--- src/design/ray_pkg.sv ---
package ray_pkg;

    ////////////////////
    // screen and projection constants

    localparam int SCREEN_W = 1024;
    localparam int SCREEN_H = 768;

    // focal length is 2**FOCAL_SHIFT pixels
    localparam int FOCAL_SHIFT = 10;

    // cube extent in x and y
    localparam int BLOCK_SIZE = 64;

    // the saber is a thin bar at a fixed slot
    localparam int SABER_WIDTH = 16;
    localparam int SABER_INDEX = 12;

    // depth reported when nothing is hit
    localparam logic [13:0] NO_HIT_T = '1;

    ////////////////////
    // shared data types

    typedef struct packed {
        logic              visible;
        logic signed [11:0] bx;
        logic signed [11:0] by;
        logic [13:0]        bz;
        logic               spare;
    } block_entry_t;

    typedef struct packed {
        logic [10:0] x;
        logic [9:0]  y;
    } pix_t;

    typedef struct packed {
        pix_t         pix;
        logic [3:0]   index;
        block_entry_t entry;
        logic         last;
        logic         valid;
    } scan_item_t;

    typedef struct packed {
        scan_item_t         scan;
        logic signed [11:0] dir_x;
        logic signed [10:0] dir_y;
    } ray_item_t;

    typedef struct packed {
        pix_t        pix;
        logic [3:0]  index;
        logic        hit;
        logic [13:0] t;
        logic        last;
        logic        valid;
    } hit_item_t;

endpackage

--- src/design/block_scanner.sv ---
`timescale 1ns/1ps

module block_scanner import ray_pkg::*; #(
    parameter int NUM_BLOCKS = 16
) (
    input  logic         clk_in,
    input  logic         rst_in,
    input  logic         wr_en,
    input  logic [3:0]   wr_index,
    input  block_entry_t wr_entry,
    input  logic         pixel_valid,
    input  pix_t         pixel,
    output logic         busy,
    output scan_item_t   item
);

    // block table with one entry per cube slot
    block_entry_t blocks_q [NUM_BLOCKS];

    logic       busy_q;
    logic [3:0] cnt_q;
    pix_t       pix_q;
    logic       accept;
    logic       at_last;

    // strobes during a scan are dropped
    assign accept  = pixel_valid && !busy_q;
    assign at_last = (cnt_q == 4'(NUM_BLOCKS - 1));
    assign busy    = busy_q;

    ////////////////////
    // table writes

    always_ff @(posedge clk_in) begin
        if (rst_in) begin
            // every slot starts invisible
            for (int i = 0; i < NUM_BLOCKS; i++) begin
                blocks_q[i].visible <= 1'b0;
            end
        end else if (wr_en && (int'(wr_index) < NUM_BLOCKS)) begin
            blocks_q[wr_index] <= wr_entry;
        end
    end

    ////////////////////
    // scan sequencer

    always_ff @(posedge clk_in) begin
        if (rst_in) begin
            busy_q     <= 1'b0;
            cnt_q      <= 4'd0;
            item.valid <= 1'b0;
        end else begin
            item.valid <= busy_q;
            if (accept) begin
                // latch pixel and start at entry 0 next cycle
                busy_q <= 1'b1;
                cnt_q  <= 4'd0;
                pix_q  <= pixel;
            end else if (busy_q) begin
                cnt_q <= cnt_q + 4'd1;
                if (at_last) begin
                    busy_q <= 1'b0;
                end
            end
            // one entry per cycle while scanning
            item.pix   <= pix_q;
            item.index <= cnt_q;
            item.entry <= blocks_q[cnt_q];
            item.last  <= at_last;
        end
    end

endmodule

--- src/design/pixel_to_ray.sv ---
`timescale 1ns/1ps

module pixel_to_ray import ray_pkg::*; (
    input  logic       clk_in,
    input  logic       rst_in,
    input  scan_item_t item_in,
    output ray_item_t  item_out
);

    scan_item_t         s1_item;
    logic signed [11:0] s1_dx;
    logic signed [10:0] s1_dy;

    ////////////////////
    // stage 1: centre the pixel

    always_ff @(posedge clk_in) begin
        if (rst_in) begin
            s1_item.valid <= 1'b0;
        end else begin
            s1_item <= item_in;
            // eye sits on the screen centre, z is the focal length
            s1_dx <= $signed({1'b0, item_in.pix.x}) - 12'(SCREEN_W / 2);
            s1_dy <= $signed({1'b0, item_in.pix.y}) - 11'(SCREEN_H / 2);
        end
    end

    ////////////////////
    // stage 2: output register

    always_ff @(posedge clk_in) begin
        if (rst_in) begin
            item_out.scan.valid <= 1'b0;
        end else begin
            item_out.scan  <= s1_item;
            item_out.dir_x <= s1_dx;
            item_out.dir_y <= s1_dy;
        end
    end

endmodule

--- src/design/ray_box_test.sv ---
`timescale 1ns/1ps

module ray_box_test import ray_pkg::*; (
    input  logic               clk_in,
    input  logic               rst_in,
    input  logic signed [11:0] dir_x,
    input  logic signed [10:0] dir_y,
    input  block_entry_t       entry,
    input  logic               is_saber,
    input  logic               valid_in,
    output logic               hit,
    output logic [13:0]        t,
    output logic               valid_out
);

    // stage 1 products, 12x15 and 11x15 signed
    logic signed [26:0] prod_x_s1;
    logic signed [25:0] prod_y_s1;
    block_entry_t       ent_s1;
    logic               saber_s1;
    logic               valid_s1;

    // stage 2 face-plane hit point
    logic signed [17:0] hx_s2;
    logic signed [17:0] hy_s2;
    block_entry_t       ent_s2;
    logic               saber_s2;
    logic               valid_s2;

    // stage 3 bounds
    logic signed [17:0] x_lo;
    logic signed [17:0] x_hi;
    logic signed [17:0] y_lo;
    logic signed [17:0] y_hi;
    logic               in_x;
    logic               in_y;

    always_ff @(posedge clk_in) begin
        if (rst_in) begin
            valid_s1  <= 1'b0;
            valid_s2  <= 1'b0;
            valid_out <= 1'b0;
        end else begin
            // scale direction by the face depth
            prod_x_s1 <= dir_x * $signed({1'b0, entry.bz});
            prod_y_s1 <= dir_y * $signed({1'b0, entry.bz});
            ent_s1    <= entry;
            saber_s1  <= is_saber;
            valid_s1  <= valid_in;

            // divide by focal length, keeps sign
            hx_s2    <= 18'(prod_x_s1 >>> FOCAL_SHIFT);
            hy_s2    <= 18'(prod_y_s1 >>> FOCAL_SHIFT);
            ent_s2   <= ent_s1;
            saber_s2 <= saber_s1;
            valid_s2 <= valid_s1;

            // zero depth never counts as a hit
            hit       <= in_x && in_y && (ent_s2.bz != 14'd0);
            t         <= ent_s2.bz;
            valid_out <= valid_s2;
        end
    end

    ////////////////////
    // extent check

    always_comb begin
        x_lo = 18'($signed(ent_s2.bx));
        y_lo = 18'($signed(ent_s2.by));
        // saber is narrower in x only
        x_hi = x_lo + (saber_s2 ? 18'(SABER_WIDTH) : 18'(BLOCK_SIZE));
        y_hi = y_lo + 18'(BLOCK_SIZE);
        in_x = (hx_s2 >= x_lo) && (hx_s2 < x_hi);
        in_y = (hy_s2 >= y_lo) && (hy_s2 < y_hi);
    end

endmodule

--- src/design/get_intersecting_block.sv ---
`timescale 1ns/1ps

module get_intersecting_block import ray_pkg::*; (
    input  logic      clk_in,
    input  logic      rst_in,
    input  ray_item_t item_in,
    output hit_item_t item_out
);

    // side data that rides along with the box test
    typedef struct packed {
        pix_t       pix;
        logic [3:0] index;
        logic       visible;
        logic       last;
    } tag_t;

    tag_t        tag_q [3];
    logic        is_saber;
    logic        box_hit;
    logic [13:0] box_t;
    logic        box_valid;

    // saber slot gets the narrow extent
    assign is_saber = (item_in.scan.index == 4'(SABER_INDEX));

    ray_box_test u_box (
        .clk_in    (clk_in),
        .rst_in    (rst_in),
        .dir_x     (item_in.dir_x),
        .dir_y     (item_in.dir_y),
        .entry     (item_in.scan.entry),
        .is_saber  (is_saber),
        .valid_in  (item_in.scan.valid),
        .hit       (box_hit),
        .t         (box_t),
        .valid_out (box_valid)
    );

    ////////////////////
    // 3-deep delay, matches box test latency

    always_ff @(posedge clk_in) begin
        tag_q[0].pix     <= item_in.scan.pix;
        tag_q[0].index   <= item_in.scan.index;
        tag_q[0].visible <= item_in.scan.entry.visible;
        tag_q[0].last    <= item_in.scan.last;
        tag_q[1]         <= tag_q[0];
        tag_q[2]         <= tag_q[1];
    end

    ////////////////////
    // output register

    always_ff @(posedge clk_in) begin
        if (rst_in) begin
            item_out.valid <= 1'b0;
        end else begin
            item_out.valid <= box_valid;
            // hidden blocks never report
            item_out.hit   <= box_hit && tag_q[2].visible;
            item_out.t     <= box_t;
            item_out.pix   <= tag_q[2].pix;
            item_out.index <= tag_q[2].index;
            item_out.last  <= tag_q[2].last;
        end
    end

endmodule

--- src/design/nearest_hit_reduce.sv ---
`timescale 1ns/1ps

module nearest_hit_reduce import ray_pkg::*; (
    input  logic        clk_in,
    input  logic        rst_in,
    input  hit_item_t   item_in,
    output logic        hit_valid,
    output pix_t        pixel_out,
    output logic        hit,
    output logic [3:0]  block_index,
    output logic [13:0] best_t
);

    // running best for the pixel being scanned
    logic        first_q;
    logic        run_hit_q;
    logic [3:0]  run_idx_q;
    logic [13:0] run_t_q;

    logic        cur_hit;
    logic [3:0]  cur_idx;
    logic [13:0] cur_t;
    logic        take;
    logic        nxt_hit;
    logic [3:0]  nxt_idx;
    logic [13:0] nxt_t;

    always_comb begin
        // restart after a last item
        cur_hit = first_q ? 1'b0 : run_hit_q;
        cur_idx = first_q ? 4'd0 : run_idx_q;
        cur_t   = first_q ? NO_HIT_T : run_t_q;
        // strictly nearer only, so ties keep the lower index
        take    = item_in.hit && (!cur_hit || (item_in.t < cur_t));
        nxt_hit = cur_hit || take;
        nxt_idx = take ? item_in.index : cur_idx;
        nxt_t   = take ? item_in.t : cur_t;
    end

    ////////////////////
    // accumulate and emit

    always_ff @(posedge clk_in) begin
        if (rst_in) begin
            first_q   <= 1'b1;
            hit_valid <= 1'b0;
        end else begin
            hit_valid <= item_in.valid && item_in.last;
            if (item_in.valid) begin
                first_q   <= item_in.last;
                run_hit_q <= nxt_hit;
                run_idx_q <= nxt_idx;
                run_t_q   <= nxt_t;
            end
            // final result for this pixel
            if (item_in.valid && item_in.last) begin
                pixel_out   <= item_in.pix;
                hit         <= nxt_hit;
                block_index <= nxt_idx;
                best_t      <= nxt_t;
            end
        end
    end

endmodule

--- src/design/block_selector.sv ---
`timescale 1ns/1ps

module block_selector import ray_pkg::*; #(
    parameter int NUM_BLOCKS = 16
) (
    input  logic         clk_in,
    input  logic         rst_in,
    input  logic         wr_en,
    input  logic [3:0]   wr_index,
    input  block_entry_t wr_entry,
    input  logic         pixel_valid,
    input  pix_t         pixel,
    output logic         busy,
    output logic         hit_valid,
    output pix_t         pixel_out,
    output logic         hit,
    output logic [3:0]   block_index,
    output logic [13:0]  best_t
);

    // linear pipeline, scanner to reducer
    scan_item_t scan_item;
    ray_item_t  ray_item;
    hit_item_t  hit_item;

    block_scanner #(
        .NUM_BLOCKS (NUM_BLOCKS)
    ) u_scanner (
        .clk_in      (clk_in),
        .rst_in      (rst_in),
        .wr_en       (wr_en),
        .wr_index    (wr_index),
        .wr_entry    (wr_entry),
        .pixel_valid (pixel_valid),
        .pixel       (pixel),
        .busy        (busy),
        .item        (scan_item)
    );

    // +2 cycles
    pixel_to_ray u_ray (
        .clk_in   (clk_in),
        .rst_in   (rst_in),
        .item_in  (scan_item),
        .item_out (ray_item)
    );

    // +4 cycles
    get_intersecting_block u_isect (
        .clk_in   (clk_in),
        .rst_in   (rst_in),
        .item_in  (ray_item),
        .item_out (hit_item)
    );

    nearest_hit_reduce u_reduce (
        .clk_in      (clk_in),
        .rst_in      (rst_in),
        .item_in     (hit_item),
        .hit_valid   (hit_valid),
        .pixel_out   (pixel_out),
        .hit         (hit),
        .block_index (block_index),
        .best_t      (best_t)
    );

endmodule

--- config.mk ---
export PLATFORM = sky130hd
export DESIGN_NAME = block_selector
export DESIGN_NICKNAME = d
export VERILOG_FILES = /design/src/design/ray_pkg.sv /design/src/design/block_scanner.sv /design/src/design/pixel_to_ray.sv /design/src/design/ray_box_test.sv /design/src/design/get_intersecting_block.sv /design/src/design/nearest_hit_reduce.sv /design/src/design/block_selector.sv
export SDC_FILE = /design/constraint.sdc
export NUM_CORES = 2
export LEC_CHECK = 0
export BUFFER_PORTS_ARGS = -buffer_cell sky130_fd_sc_hd__buf_4
export CELL_PAD_IN_SITES_DETAIL_PLACEMENT = 1
export CELL_PAD_IN_SITES_GLOBAL_PLACEMENT = 2
export CORE_UTILIZATION = 45
export CTS_CLUSTER_SIZE = 30
export DETAILED_ROUTE_END_ITERATION = 7
export PLACE_DENSITY = 0.76
export SYNTH_ARGS = -nofsm -noshare
export SYNTH_HDL_FRONTEND = slang
export SYNTH_SLANG_ARGS = --single-unit
--- constraint.sdc ---
create_clock -name clk_in -period 20.5 [get_ports clk_in]
set_input_delay 2.05 -clock clk_in [delete_from_list [all_inputs] [get_ports clk_in]]
set_output_delay 2.05 -clock clk_in [all_outputs]
set_load 0.01 [all_outputs]
==> out/metrics.cfg <==
[place]
numPortBuffers=109
post-place-ws_ns=14.09
dp_cells=4628
gp_congestion=0.777
hpwl_um=69800

[worst_hold_path]
min_path_type=reg2reg

[timing]
final_max_slew_viol_count=0
finClkSkew_ns=0.0287
layout_min_cycle_time_ns=6.35
rsz0062_at_grt=false
final-hold-violation-count=0
fin_setup_tns_ns=0
hold_slack_ns=0.321
min_period_over_period_pct=31.0
max_freq_ghz=0.158
slew_headroom_pct=13.0
setup_ws_ns=14.15
setup_viol=0
tightest_slew_ns=1.31

[final_layout]
layout.cells.non_filler=4850
layout-drive-gt1-share_pct=17.3
fin_util_pct=51.3
final_nets=3746
area_delta_synth_final_pct=12.7

[outcome]
outcome=complete, no violations

[floorplanning]
die_x_um=345
dieArea_mm2=0.119
fp.dieH_um=345
ioPinCount=111
row_count=125
core_mm2=0.117
start_util_pct=45.5

[synthesis]
synth_top_area_share_pct=63.1
synth_xor_area_share_pct=0.711
netlist_area_mm2=0.0530
synth_fa_ha_area_share_pct=13.9
syn_inst=3056
synth.area.mux_share_pct=8.37
synth.distinct_cells=65
synth_warnings=0
ys_seq_elements=1208
yosys.area_share.simple_pct=4.91
avgSynthCellArea_um2=17.3
yosys_most_used_dff=edfxtp_1
ys_top_cells_by_area=edfxtp_1, fa_1, mux4_2, ha_1, dfxtp_1
syn-num-nets=3578
synth_top_family_by_area=adder cells
synthArstFlopShare_pct=0
synth-compound-area-share_pct=2.22
yosysSeqAreaShare_pct=66.7
synth_top_area_cell=edfxtp_1
synth_edf_count=1113

[power]
powerDensity_mw_per_mm2=113
peakVddDrop_mv=0.0758
p_leak_nw=21.8

[cts]
clock_tree.root_cell=clkbuf_16
htree_levels=3
cts_buffers=118
postCtsSetupRepairBufs=0
clkTransAtPathRegs_ns=0.07
cts.repair.resized=0
cts_tree=done
clockBufferDepth=3
cts.sinks=1208
clk_latency_ns=0.72
hold_buffers=0

[worst_setup_path]
path_common_cell=fa_1
crit_arrival_ns=6.80
cp-end-kind=flip-flop
cp_top_family=adder cells
cp.required_ns=20.95
critical_path_buf_inv_count=1
crit_path_cell_trace=nand2_1 > fa_1 > fa_1 > fa_1 > inv_1 > fa_1 > fa_1 > ha_1 > a21oi_2 > o221ai_2 > a221oi_2 > o21ai_2 > a31oi_1 > a21oi_1 > xnor2_1
path_max_fanout=24
start_kind=flip-flop
slowest_stage=edfxtp_1
cpPeakStageDelay_ns=1.21
crit_type=reg2reg

[detailed_routing]
routedWlPerCell_um=23.3
first_pass_iters=7
drt_iter0_markers=1715
ant_nets=0
vias_per_cell=5.33
drcViolationCount=0
drt_wl_total_um=113000
num_vias=25900

[global_routing]
grtUsageTotal_pct=19.4
antenna_found_initial=4
grt_pass1_vias=29400
grt_max_degree=90
grt_pass1_wl_um=175000
grt_overflow=0

[run]
maxCapViolCount=0

[final timing paths]
| path | start | endpoint | slack (ns) | depth (start not counted) |
|---|---|---|---|---|
| setup / recovery | u_ray.item_out[32] | u_isect.u_box.prod_y_s1[25] | 14.15 | 15 |
| setup reg to reg | u_ray.item_out[32] | u_isect.u_box.prod_y_s1[25] | 14.15 | 15 |
| hold reg to reg | u_isect.tag_q[0][47] | u_isect.tag_q[0][74] | 0.32 | 0 |
| hold / removal | u_isect.tag_q[0][47] | u_isect.tag_q[0][74] | 0.32 | 0 |
[state kept, by name, summed over array words and instances (netlist names), 14 cells and up]
signal / flops
u_isect.u_box.ent_s2: 38
u_isect.u_box.hx_s2: 17
u_scanner.item: 66
u_isect.u_box.t: 14
u_isect.u_box.prod_x_s1: 17
u_reduce.best_t: 14
u_isect.u_box.hy_s2: 16
u_isect.u_box.prod_y_s1: 16
u_reduce.pixel_out: 21
u_scanner.pix_q: 21
u_reduce.run_t_q: 14
u_ray.s1_item: 50
u_ray.item_out: 73
u_scanner.blocks_q: 624
u_isect.u_box.ent_s1: 38
u_isect.item_out: 42
u_isect.tag_q: 81
[power breakdown]
group	internal, mW	leakage, nW	switching, mW
combinational	0.676	8.73	0.896
clock	1.26	1.94	0.918
sequential	2.90	11.2	0.0676
total	4.84	21.8	1.88
[cell families (layout without fill, tap and decap cells)]
family                   after synthesis  count (layout)
flip-flops                          1208            1208
AND/OR/NAND/NOR                      530             530
adder cells (fa/ha/maj)              453             453
buffers and inverters                451             719
multiplexers                         199             199
AO/OA/AOI/OAI                        172             172
XOR/XNOR                              43              43
other                                  0               2
[synth_stat cells (all sizes together), types with 23 or more instances]
cell,n
edfxtp,1113
inv,344
ha,228
fa,225
mux4,195
nand2,190
and2,140
dfxtp,95
nor2,91
clkbuf,84
a21oi,46
o21ai,33
xnor2,33
nand2b,23
[placed cells by master, fill, tap and decap left out, types with 12 or more instances in the layout]
master | synthesis | layout
nand4_1 | 12 | 12
inv_1 | 344 | 343
buf_4 | 1 | 154
nand3_1 | 12 | 12
a21oi_1 | 45 | 45
nor2b_1 | 19 | 18
bufinv_16 | 0 | 12
nand2_1 | 190 | 190
nor2_1 | 91 | 79
clkinv_1 | 1 | 17
fa_1 | 225 | 225
clkbuf_16 | 0 | 121
nand2b_1 | 23 | 23
dfxtp_1 | 95 | 91
edfxtp_1 | 1113 | 1113
clkbuf_1 | 84 | 18
nor2_4 | 0 | 12
o21ai_0 | 32 | 32
and2_1 | 140 | 139
mux4_2 | 195 | 195
clkinv_2 | 0 | 29
ha_1 | 228 | 228
xnor2_1 | 33 | 33
a21o_1 | 22 | 22
[through the flow]
step | instance area (um2) | power (mW)
2_1_floorplan | 53000 | 4.17
3_3_place_gp | 55800 | 4.57
3_5_place_dp | 55800 | 4.61
4_1_cts | 59700 | 6.82
5_1_grt | 59700 | 7.11
6_report | 59700 | 6.72
[cell type report]
type | count | area, um2
Antenna cell | 2 | 5.00
Clock inverter | 73 | 748
Inverter | 345 | 1300
Sequential cell | 1208 | 35300
Tap cell | 1524 | 1910
Clock buffer | 147 | 3210
Timing Repair Buffer | 154 | 1160
Multi-Input combinational cell | 1397 | 16100
Fill cell | 10700 | 56800
[per-layer routing]
metal / share of wire [%] / up-vias / track usage, %
met5: 0.037 / - / 0
met4: 2.3 / 6 / 6.00
met3: 4.0 / 165 / 2.83
met2: 53 / 465 / 34.6
met1: 41 / 13700 / 24.4
li1: - / 11500 / -
No activity file was read; power rests on OpenSTA's default activity.
